## src/hw/mem_pkg.sv

```systemverilog
// ---------------------------------------------------------------------
// one-hot class values must match the decode table feeding this stage
// ---------------------------------------------------------------------
`default_nettype none

package mem_pkg;

	// ---------------------------------------------------------------------
	// widths with a meaning
	// ---------------------------------------------------------------------
	// data or address word
	typedef logic [31:0] word_t;
	// one-hot instruction class
	typedef logic [15:0] encoding_t;
	// rv32i func3 field
	typedef logic [2:0]  func3_t;
	// one enable per byte lane
	typedef logic [3:0]  byte_en_t;
	// exception code, see bit positions below
	typedef logic [3:0]  exc_t;

	// ---------------------------------------------------------------------
	// instruction classes handled by this stage
	// ---------------------------------------------------------------------
	localparam encoding_t ENC_LOAD   = 16'h0004;
	localparam encoding_t ENC_STORE  = 16'h0008;
	localparam encoding_t ENC_FLOAD  = 16'h0010;
	localparam encoding_t ENC_FSTORE = 16'h0020;

	// load func3
	localparam func3_t F3_LB  = 3'b000;
	localparam func3_t F3_LH  = 3'b001;
	localparam func3_t F3_LW  = 3'b010;
	localparam func3_t F3_LBU = 3'b100;
	localparam func3_t F3_LHU = 3'b101;
	// store func3
	localparam func3_t F3_SB  = 3'b000;
	localparam func3_t F3_SH  = 3'b001;
	localparam func3_t F3_SW  = 3'b010;

	// access width on the bus
	typedef enum logic [1:0] {
		SIZE_BYTE,
		SIZE_HWORD,
		SIZE_WORD
	} mem_size_e;

	// exception bit positions
	localparam int unsigned EXC_TIMEOUT        = 3;
	localparam int unsigned EXC_FUNC3          = 2;
	localparam int unsigned EXC_WORD_MISALIGN  = 1;
	localparam int unsigned EXC_HWORD_MISALIGN = 0;

	// bus cycles without acknowledge before giving up
	localparam int unsigned TIMEOUT_CYCLES_DEF = 16;

endpackage

`default_nettype wire

```

## src/hw/mem_access_if.sv

```systemverilog
// ---------------------------------------------------------------------
// purely combinational bundle, valid only while the operands are held
// ---------------------------------------------------------------------
`timescale 1ns/100ps
`default_nettype none

interface mem_access_if
	import mem_pkg::*;
();

	// access kind, both low when an early exception is raised
	logic      is_load;
	logic      is_store;
	// effective address and lane-shifted store data
	word_t     addr;
	word_t     wdata;
	byte_en_t  be;
	// width and extension of a load
	mem_size_e size;
	logic      is_signed;
	// early exceptions, timeout bit is never set here
	exc_t      exc;

	// decoder drives everything
	modport producer (
		output is_load, is_store, addr, wdata, be, size, is_signed, exc
	);

	// sequencer launches the bus transaction
	modport sequencer (
		input is_load, is_store, addr, wdata, be, exc
	);

	// aligner only needs the lane and the extension
	modport aligner (
		input addr, size, is_signed
	);

endinterface

`default_nettype wire

```

## src/hw/memory_reference_controller.sv

```systemverilog
// ---------------------------------------------------------------------
// fload/fstore are word accesses, func3 ignored for them
// ---------------------------------------------------------------------
`timescale 1ns/100ps
`default_nettype none

module memory_reference_controller
	import mem_pkg::*;
(
	input  wire encoding_t encoding_i,
	input  wire func3_t    func3_i,
	input  wire word_t     src1_i,
	input  wire word_t     src2_i,
	input  wire word_t     imm_i,
	mem_access_if.producer acc
);

	logic      is_mem_load;
	logic      is_mem_store;
	logic      func3_bad;
	mem_size_e size_d;
	logic      signed_d;
	word_t     addr_d;
	byte_en_t  be_d;
	word_t     store_mask;
	logic [4:0] lane_shift;
	exc_t      exc_d;

	// ---------------------------------------------------------------------
	// class and address
	// ---------------------------------------------------------------------
	assign is_mem_load  = (encoding_i == ENC_LOAD) || (encoding_i == ENC_FLOAD);
	assign is_mem_store = (encoding_i == ENC_STORE) || (encoding_i == ENC_FSTORE);

	// base plus immediate, zero for anything else
	assign addr_d = (is_mem_load || is_mem_store) ? src1_i + imm_i : '0;

	// ---------------------------------------------------------------------
	// width and signedness from func3
	// ---------------------------------------------------------------------
	always_comb begin
		size_d    = SIZE_WORD;
		signed_d  = 1'b0;
		func3_bad = 1'b0;
		case (encoding_i)
			ENC_LOAD: begin
				case (func3_i)
					F3_LB: begin
						size_d   = SIZE_BYTE;
						signed_d = 1'b1;
					end
					F3_LH: begin
						size_d   = SIZE_HWORD;
						signed_d = 1'b1;
					end
					F3_LW:  size_d = SIZE_WORD;
					F3_LBU: size_d = SIZE_BYTE;
					F3_LHU: size_d = SIZE_HWORD;
					default: func3_bad = 1'b1;
				endcase
			end
			ENC_STORE: begin
				case (func3_i)
					F3_SB:   size_d = SIZE_BYTE;
					F3_SH:   size_d = SIZE_HWORD;
					F3_SW:   size_d = SIZE_WORD;
					default: func3_bad = 1'b1;
				endcase
			end
			// float classes and non-memory ops stay at word
			default: size_d = SIZE_WORD;
		endcase
	end

	// ---------------------------------------------------------------------
	// lane placement
	// ---------------------------------------------------------------------
	assign lane_shift = {addr_d[1:0], 3'b000};

	always_comb begin
		case (size_d)
			SIZE_BYTE: begin
				be_d       = 4'b0001 << addr_d[1:0];
				store_mask = 32'h0000_00ff;
			end
			SIZE_HWORD: begin
				be_d       = 4'b0011 << addr_d[1:0];
				store_mask = 32'h0000_ffff;
			end
			default: begin
				be_d       = 4'b1111;
				store_mask = 32'hffff_ffff;
			end
		endcase
	end

	// ---------------------------------------------------------------------
	// early exceptions
	// ---------------------------------------------------------------------
	// misalignment only judged once the width is known
	always_comb begin
		exc_d            = '0;
		exc_d[EXC_FUNC3] = func3_bad;
		if ((is_mem_load || is_mem_store) && !func3_bad) begin
			exc_d[EXC_WORD_MISALIGN]  = (size_d == SIZE_WORD) && (addr_d[1:0] != 2'b00);
			exc_d[EXC_HWORD_MISALIGN] = (size_d == SIZE_HWORD) && addr_d[0];
		end
	end

	// any exception suppresses the bus access
	assign acc.is_load   = is_mem_load && (exc_d == '0);
	assign acc.is_store  = is_mem_store && (exc_d == '0);
	assign acc.addr      = addr_d;
	assign acc.wdata     = (src2_i & store_mask) << lane_shift;
	assign acc.be        = be_d;
	assign acc.size      = size_d;
	assign acc.is_signed = signed_d;
	assign acc.exc       = exc_d;

endmodule

`default_nettype wire

```

## src/hw/mem_access_fsm.sv

```systemverilog
// ---------------------------------------------------------------------
// one operation at a time; operands must stay stable until op_ack_o
// ---------------------------------------------------------------------
`timescale 1ns/100ps
`default_nettype none

module mem_access_fsm
	import mem_pkg::*;
(
	input  wire            clk_i,
	input  wire            reset_i,
	input  wire            op_req_i,
	output logic           op_ack_o,
	mem_access_if.sequencer acc,
	output logic           bus_req_o,
	output logic           bus_we_o,
	output word_t          bus_addr_o,
	output word_t          bus_wdata_o,
	output byte_en_t       bus_be_o,
	input  wire            bus_ack_i,
	output logic           timer_run_o,
	input  wire            timer_expired_i,
	output logic           capture_o,
	output exc_t           exception_o
);

	typedef enum logic [1:0] {
		IDLE,
		BUS_REQ,
		BUS_RELEASE,
		DONE
	} state_e;

	state_e state_q;
	state_e state_d;
	exc_t   exc_q;
	logic   launch;

	// operation accepted this cycle
	assign launch = (state_q == IDLE) && op_req_i;

	// ---------------------------------------------------------------------
	// next state
	// ---------------------------------------------------------------------
	always_comb begin
		state_d = state_q;
		case (state_q)
			IDLE: begin
				if (op_req_i) begin
					// early exceptions and non-memory ops skip the bus
					state_d = (acc.is_load || acc.is_store) ? BUS_REQ : DONE;
				end
			end
			// leave on acknowledge or on timeout
			BUS_REQ:     if (bus_ack_i || timer_expired_i) state_d = BUS_RELEASE;
			// memory must drop its acknowledge first
			BUS_RELEASE: if (!bus_ack_i) state_d = DONE;
			DONE:        if (!op_req_i) state_d = IDLE;
			default:     state_d = IDLE;
		endcase
	end

	always_ff @(posedge clk_i) begin
		if (reset_i) begin
			state_q <= IDLE;
			exc_q   <= '0;
		end else begin
			state_q <= state_d;
			if (launch) begin
				exc_q <= {1'b0, acc.exc[2:0]};
			end else if ((state_q == BUS_REQ) && !bus_ack_i && timer_expired_i) begin
				exc_q[EXC_TIMEOUT] <= 1'b1;
			end
		end
	end

	// bus fields frozen for the whole transaction
	always_ff @(posedge clk_i) begin
		if (launch) begin
			bus_we_o    <= acc.is_store;
			bus_addr_o  <= acc.addr;
			bus_wdata_o <= acc.wdata;
			bus_be_o    <= acc.be;
		end
	end

	// ---------------------------------------------------------------------
	// outputs
	// ---------------------------------------------------------------------
	assign bus_req_o   = (state_q == BUS_REQ);
	assign op_ack_o    = (state_q == DONE);
	assign timer_run_o = (state_q == BUS_REQ);
	// read data is valid together with the acknowledge
	assign capture_o   = (state_q == BUS_REQ) && bus_ack_i && !bus_we_o;
	assign exception_o = exc_q;

	// ---------------------------------------------------------------------
	// checks
	// ---------------------------------------------------------------------
	// registered fields track the held operation for the whole request
	a_bus_fields_stable: assert property (@(posedge clk_i) disable iff (reset_i)
		bus_req_o
		|-> ({bus_we_o, bus_addr_o, bus_wdata_o, bus_be_o}
			== {acc.is_store, acc.addr, acc.wdata, acc.be}));

	// completion only once the bus side is fully quiet
	a_ack_after_bus: assert property (@(posedge clk_i) disable iff (reset_i)
		$rose(op_ack_o) |-> !bus_req_o && !$past(bus_ack_i));

endmodule

`default_nettype wire

```

## src/hw/bus_timeout_timer.sv

```systemverilog
// ---------------------------------------------------------------------
// TIMEOUT_CYCLES must be at least 1
// ---------------------------------------------------------------------
`timescale 1ns/100ps
`default_nettype none

module bus_timeout_timer
	import mem_pkg::*;
#(
	parameter int unsigned TIMEOUT_CYCLES = TIMEOUT_CYCLES_DEF
) (
	input  wire  clk_i,
	input  wire  reset_i,
	input  wire  run_i,
	output logic expired_o
);

	localparam int unsigned CNT_W = $clog2(TIMEOUT_CYCLES + 1);

	typedef logic [CNT_W-1:0] count_t;

	localparam count_t LIMIT = count_t'(TIMEOUT_CYCLES);

	count_t count_q;

	// counts while running, saturates at the limit
	always_ff @(posedge clk_i) begin
		if (reset_i || !run_i) begin
			count_q <= '0;
		end else if (count_q != LIMIT) begin
			count_q <= count_q + 1'b1;
		end
	end

	// held high until run_i drops
	assign expired_o = run_i && (count_q == LIMIT);

	// expiry needs a full window of running cycles behind it
	a_expiry_needs_run: assert property (@(posedge clk_i) disable iff (reset_i)
		expired_o |-> run_i && $past(run_i, TIMEOUT_CYCLES));

endmodule

`default_nettype wire

```

## src/hw/load_data_aligner.sv

```systemverilog
// ---------------------------------------------------------------------
// result holds until the next load acknowledge
// ---------------------------------------------------------------------
`timescale 1ns/100ps
`default_nettype none

module load_data_aligner
	import mem_pkg::*;
(
	input  wire          clk_i,
	input  wire          reset_i,
	input  wire          capture_i,
	input  wire word_t   rdata_i,
	mem_access_if.aligner acc,
	output word_t        load_data_o
);

	word_t lane_word;
	word_t extended;

	// addressed lane moved down to bit 0
	assign lane_word = rdata_i >> {acc.addr[1:0], 3'b000};

	// ---------------------------------------------------------------------
	// extension by width
	// ---------------------------------------------------------------------
	always_comb begin
		case (acc.size)
			SIZE_BYTE: begin
				if (acc.is_signed) begin
					extended = {{24{lane_word[7]}}, lane_word[7:0]};
				end else begin
					extended = {24'h00_0000, lane_word[7:0]};
				end
			end
			SIZE_HWORD: begin
				if (acc.is_signed) begin
					extended = {{16{lane_word[15]}}, lane_word[15:0]};
				end else begin
					extended = {16'h0000, lane_word[15:0]};
				end
			end
			// full word, no shift needed
			default: extended = rdata_i;
		endcase
	end

	// ---------------------------------------------------------------------
	// result register
	// ---------------------------------------------------------------------
	always_ff @(posedge clk_i) begin
		if (reset_i) begin
			load_data_o <= '0;
		end else if (capture_i) begin
			load_data_o <= extended;
		end
	end

endmodule

`default_nettype wire

```

## src/hw/mem_stage.sv

```systemverilog
// ---------------------------------------------------------------------
// four-phase handshakes on both sides, one operation in flight
// ---------------------------------------------------------------------
`timescale 1ns/100ps
`default_nettype none

module mem_stage
	import mem_pkg::*;
#(
	parameter int unsigned TIMEOUT_CYCLES = TIMEOUT_CYCLES_DEF
) (
	input  wire            clk_i,
	input  wire            reset_i,
	// operation side
	input  wire            op_req_i,
	output logic           op_ack_o,
	input  wire encoding_t encoding_i,
	input  wire func3_t    func3_i,
	input  wire word_t     src1_i,
	input  wire word_t     src2_i,
	input  wire word_t     imm_i,
	// data bus side
	output logic           bus_req_o,
	output logic           bus_we_o,
	output word_t          bus_addr_o,
	output word_t          bus_wdata_o,
	output byte_en_t       bus_be_o,
	input  wire            bus_ack_i,
	input  wire word_t     bus_rdata_i,
	// results, valid while op_ack_o is high
	output word_t          load_data_o,
	output exc_t           exception_o
);

	logic timer_run;
	logic timer_expired;
	logic capture;

	// decoded access shared by the blocks below
	mem_access_if acc_if ();

	// ---------------------------------------------------------------------
	// decode
	// ---------------------------------------------------------------------
	memory_reference_controller u_decode (
		.encoding_i (encoding_i),
		.func3_i    (func3_i),
		.src1_i     (src1_i),
		.src2_i     (src2_i),
		.imm_i      (imm_i),
		.acc        (acc_if.producer)
	);

	// ---------------------------------------------------------------------
	// sequencing and timeout
	// ---------------------------------------------------------------------
	mem_access_fsm u_fsm (
		.clk_i           (clk_i),
		.reset_i         (reset_i),
		.op_req_i        (op_req_i),
		.op_ack_o        (op_ack_o),
		.acc             (acc_if.sequencer),
		.bus_req_o       (bus_req_o),
		.bus_we_o        (bus_we_o),
		.bus_addr_o      (bus_addr_o),
		.bus_wdata_o     (bus_wdata_o),
		.bus_be_o        (bus_be_o),
		.bus_ack_i       (bus_ack_i),
		.timer_run_o     (timer_run),
		.timer_expired_i (timer_expired),
		.capture_o       (capture),
		.exception_o     (exception_o)
	);

	bus_timeout_timer #(
		.TIMEOUT_CYCLES (TIMEOUT_CYCLES)
	) u_timer (
		.clk_i     (clk_i),
		.reset_i   (reset_i),
		.run_i     (timer_run),
		.expired_o (timer_expired)
	);

	// load result path
	load_data_aligner u_align (
		.clk_i       (clk_i),
		.reset_i     (reset_i),
		.capture_i   (capture),
		.rdata_i     (bus_rdata_i),
		.acc         (acc_if.aligner),
		.load_data_o (load_data_o)
	);

endmodule

`default_nettype wire

```

## config.mk

```make
export PLATFORM = sky130hd
export DESIGN_NAME = mem_stage
export DESIGN_NICKNAME = d
export VERILOG_FILES = /design/src/hw/mem_pkg.sv /design/src/hw/mem_access_if.sv /design/src/hw/memory_reference_controller.sv /design/src/hw/mem_access_fsm.sv /design/src/hw/bus_timeout_timer.sv /design/src/hw/load_data_aligner.sv /design/src/hw/mem_stage.sv
export SDC_FILE = /design/constraint.sdc
export NUM_CORES = 1
export LEC_CHECK = 0
export BUFFER_PORTS_ARGS = -buffer_cell sky130_fd_sc_hd__buf_2
export CAP_MARGIN = 20
export CORE_UTILIZATION = 35
export DETAILED_ROUTE_END_ITERATION = 10
export PLACE_DENSITY = 0.61
export SYNTH_ARGS = -nofsm -noshare
export SYNTH_HDL_FRONTEND = slang
export SYNTH_SLANG_ARGS = --single-unit
```

## constraint.sdc

```tcl
create_clock -name clk_i -period 3.5 [get_ports clk_i]
set_input_delay 0.525 -clock clk_i [delete_from_list [all_inputs] [get_ports clk_i]]
set_output_delay 0.525 -clock clk_i [all_outputs]
set_load 0.005 [all_outputs]
```

-- After elaboration in Yosys (flattened, before gate mapping)
Index checks and enable logic that the tools add are counted.
- output and inout bits: 107
- input port bits: 151
- flip-flop bits (word level): 112
- equality and inequality tests: 19
- shift operators: 4
- bitwise logic cells: 1
- reduce and logical (&&, ||, !) cells: 33
- mux-type cells: 21
- $add $sub $neg: 2
- operators by type and width (operator ; number):
    32-bit one-hot mux with 2 select lines ; 2
    32-bit 2-to-1 mux ; 2
    32-bit adder ; 1
    32-bit bitwise AND ; 1
    32-bit by 5-bit << shifter with 32-bit output ; 1
    32-bit by 5-bit >> shifter with 16-bit output ; 1
    16-bit by 3-bit equality test with 1-bit output (second input constant) ; 1
    16-bit by 4-bit equality test with 1-bit output (second input constant) ; 1
    16-bit by 5-bit equality test with 1-bit output (second input constant) ; 1
    16-bit by 6-bit equality test with 1-bit output (second input constant) ; 1
    2-bit 2-to-1 mux ; 7
    2-bit one-hot mux with 2 select lines ; 3
    1-bit logical AND ; 11
    2-bit != test (second input constant) ; 4
    2-bit one-hot mux with 4 select lines ; 1
    4-bit one-hot mux with 2 select lines ; 1
    2-bit OR reduction ; 4
    2-bit equality test (second input constant) ; 3
    3-bit equality test (second input constant) ; 2
    1-bit logical OR ; 6
    5-bit by 1-bit adder with 5-bit output (second input constant) ; 1
    5-bit equality test (second input constant) ; 1
    5-bit != test (second input constant) ; 1
    5-bit OR reduction ; 1
    14 further kinds ; 22

-- Depth between registers and ports, before layout
- depth after elaboration: 13
- mapped depth: 11
- gate-level depth less buffers: 11

-- By module
Synthesis repeated with hierarchy kept, for this count alone.
- cells, all modules: 838
- area, all modules: 7477.2 um2
- by module, submodules not included (module ; seq. area each (um2) ; cells an instance ; times used ; area each (um2)):
    memory_reference_controller ; 0.0 ; 452 ; 1 ; 2869.0
    mem_access_fsm ; 2192.1 ; 109 ; 1 ; 2404.8
    load_data_aligner ; 640.6 ; 252 ; 1 ; 1960.6
    bus_timeout_timer ; 100.1 ; 25 ; 1 ; 242.7

-- Worst setup path after synthesis
OpenSTA, ideal clock, no wires.
- path kind: input-to-reg
- start point: input src1_i[0]
- end point: register u_fsm.bus_addr_o[30] (data pin)
- path slack: 0.593 ns
- path buffers: 0
- cell stages on the path: 11
- required time: 3.234 ns
- arrival time: 2.641 ns
- path through: ha_1 -> fa_1 -> a21oi_1 -> a2bb2oi_1 -> o221a_2 -> o311ai_2 -> nand4_1 -> a31oi_1 -> a221oi_1 -> xor2_1 -> nor2_1
- cells in the longest elaborated chain, start to end: 1
- ends and longest elaborated chain (item ; line ; RTL):
    start, declared ; mem_stage.sv:19 ; input wire word_t src1_i,
    32-bit adder ; memory_reference_controller.sv:36 ; assign addr_d = (is_mem_load || is_mem_store) ? src1_i + imm_i : '0;
    end signal, assigned ; mem_access_fsm.sv:81 ; bus_addr_o <= acc.addr;
    end, declared ; mem_access_fsm.sv:17 ; output word_t bus_addr_o,
No other way between the ends.
A chain may end at the register's enable or synchronous reset.

-- Final worst setup path
Same ends and word-level chain as after synthesis.

==> flow_metrics.tcl <==
set metrics [dict create \
    status "finished, violations left" \
    violations "design-rule violations" \
    cts-buffers-inserted 9 \
    p_sw_share_pct 32.5 \
    crit_path_cell_trace "buf_2, ha_1, fa_1, a21oi_1, a2bb2oi_1, o221a_2, o311ai_2, nand4_1, a31oi_1, a221oi_1, xor2_1, nor2_1" \
    peakVddDrop_mv 0.202 \
    grt_max_degree 45 \
    grt_use_total_pct 20.6 \
    grt_pass1_vias 5886 \
    cp-start-kind "input pin" \
    rows 49 \
    synthCells 688 \
    arrival_ns 3.03 \
    synth_seq_cells 112 \
    die_h_um 138 \
    route.detailed.drc 26 \
    cp-end-kind "register" \
    n_antenna_cell 0 \
    rsz0062_at_grt "no" \
    cp_max_fo 4 \
    final.setup.tns_ns 0 \
    avgRoutedWirePerCell_um 16.7 \
    p_leak_nw 3.72 \
    syn_avg_cell_area_um2 9.46 \
    hold_buffers 0 \
    coreArea_um2 18100 \
    period_needed_ns 2.93 \
    p_seq_share_pct 44.9 \
    die-area_um2 19200 \
    p_clk_share_pct 25.8 \
    clockRootBuffer "clkbuf_16" \
    overflow 0 \
    switchingPower_mw 1.29 \
    hold_viol_final 0 \
    place.gp.congestion 0.870 \
    internal-power_mw 2.68 \
    place_hpwl_um 15200 \
    max_freq_mhz 342 \
    ant_nets 0 \
    fillers 1790 \
    synthArstFlopShare_pct 0 \
    rr_startpoint "u_timer.count_q[0]" \
    cts_sinks 112 \
    die_w_um 138 \
    finalMaxSlewViolations 0 \
    ys_seq_area_share_pct 45.0 \
    worstSkewPairLatency_ns 0.36 \
    startpoint "src1_i[0]" \
    total_power_mw 3.97 \
    finalSetupViolations 0 \
    critical_path_class "in -> reg" \
    finalCritPeriodShare_pct 83.6 \
    drv_cap 0 \
    hold_start "bus_rdata_i[17]" \
    antenna_found_initial 2 \
    cts_tree "yes" \
    numPortBuffers 257 \
    combPwrFrac_pct 29.3 \
    clock_skew_ns 0.00873 \
    first_iter_violations 406 \
    cpLargestDelayFamily "compound AO/OA/AOI/OAI gates" \
    syn_nets 877 \
    floorplan.initialDensity_pct 36.0 \
    vias 6214 \
    synth-edff-count 69 \
    tightest_slew_ns 0.829 \
    drt_pass1_iterations 10 \
    syn-cell-area_um2 6510 \
    final_nets 1135 \
    vias_per_cell 5.27 \
    ys_types 63 \
    grt_pass1_wl_um 31000 \
    hold_class "in -> reg" \
    power_density_nw_per_um2 473 \
    mostFrequentLayoutCells "buf_2 (257), nor2_1 (102), nand2_1 (69), edfxtp_1 (69), dfxtp_1 (43)" \
    synth_ff_type "edfxtp_1" \
    io_pins 258 \
    slew_headroom_pct 44.8 \
    wl_um 19700 \
    final_common_cell "buf_2" \
    cts_setup_buffers 0 \
    syn_to_final_growth_pct 28.8 \
    cts_buffer_depth 2 \
    cp_num_buf_inv 1 \
    yosys_warnings 0 \
    clk_pin_slew_worst_paths_ns 0.08 \
    crit_slowest_cell "fa_1" \
    ctsResizeCount 0 \
    critPathMaxStageDelay_ns 0.41 \
    ctsHtreeMaxLevel 3 \
    drive_above_1_share_pct 33.3 \
    worstPathRequired_ns 3.60 \
]
## tightest hold or removal path: stages
cell      delay (ns)
buf_2           0.12
nand2_1         0.05
a211oi_1        0.06
## final cells by class
cell class / instances / area (µm²) / share of cell area (%)
inverters: 18 / 68.8 / 0.821
repair buffers: 274 / 1410 / 16.9
well taps: 229 / 287 / 3.42
clock inverters: 6 / 52.6 / 0.627
multi-input cells: 531 / 3400 / 40.6
clock buffers: 10 / 229 / 2.73
flip-flops and latches: 112 / 2930 / 35.0
## routing by layer
metal	track usage (%)	routed length (µm)	vias to the layer above	part of all wire, %
li1	-	-	3070	-
met5	0	23	-	0.12
met3	3.98	1180	25	6.0
met4	7.39	381	4	1.9
met1	27.0	8660	2883	44
met2	33.6	9420	232	48
## logic make-up after synthesis
kind of cell	Yosys count	share of synthesized area (%)
xor+xnor	30	4.04
flops	112	45.0
fa+ha+maj	38	7.42
mux	4	0.615
simple gates	259	18.1
compound gates	200	21.9
buf+inv	45	2.86
## state kept, by name, indices dropped and copies added (netlist names)
register	count
u_align.load_data_o	32
u_fsm.bus_addr_o	32
u_fsm.bus_wdata_o	32
u_timer.count_q	5
u_fsm.bus_be_o	4
u_fsm.exception_o	4
u_fsm.state_q	2
u_fsm.bus_we_o	1
## through the flow
stage	utilization (%)	cell area (µm²)	instances	hold WS (ns)	worst slack (ns)
finish	46.4	8390	1180	0.442	0.574
global route	46.4	8390	1180	0.442	0.378
CTS	46.4	8390	1180	0.431	0.620
detailed placement	44.8	8100	1164	0.444	0.239
global placement	44.8	8100	1164	0.438	0.309
floorplan	-	6510	688	0.448	0.593
## worst paths after layout
check                                                to  slack (ns)  cells after the start
worst max-delay path               u_fsm.bus_addr_o[30]        0.57                     12
worst min-delay path            u_align.load_data_o[17]        0.44                      3
worst max register to register         u_fsm.state_q[1]        1.16                      9
worst min register to register     u_fsm.exception_o[1]        0.45                      2
## power groups by stage
| stage | logic [mW] | clock network (mW) | registers (mW) |
|---|---|---|---|
| 2_1_floorplan | 0.607 | 0 | 1.85 |
| 3_3_place_gp | 1.16 | 0 | 1.81 |
| 3_5_place_dp | 1.17 | 0 | 1.81 |
| 4_1_cts | 1.17 | 1.05 | 1.79 |
| 5_1_grt | 1.30 | 1.10 | 1.81 |
| 6_report | 1.16 | 1.02 | 1.78 |
## Yosys cell counts, types with 10 or more instances
cell,n,share of area (%)
nor2_1,103,5.9
edfxtp_1,69,32
nand2_1,69,4.0
dfxtp_1,43,13
a21oi_1,42,3.2
ha_1,37,7.1
o21ai_0,31,2.4
nor3_1,28,2.2
a22oi_1,25,2.9
clkbuf_1,23,1.3
a211oi_1,22,2.5
inv_1,18,1.0
xor2_1,17,2.3
a21o_1,13,1.5
xnor2_1,13,1.7
a221oi_1,12,1.6
a211oi_2,10,1.9
and2_1,10,0.96
nand3_1,10,0.77
Power figures use the tool's default switching activity.
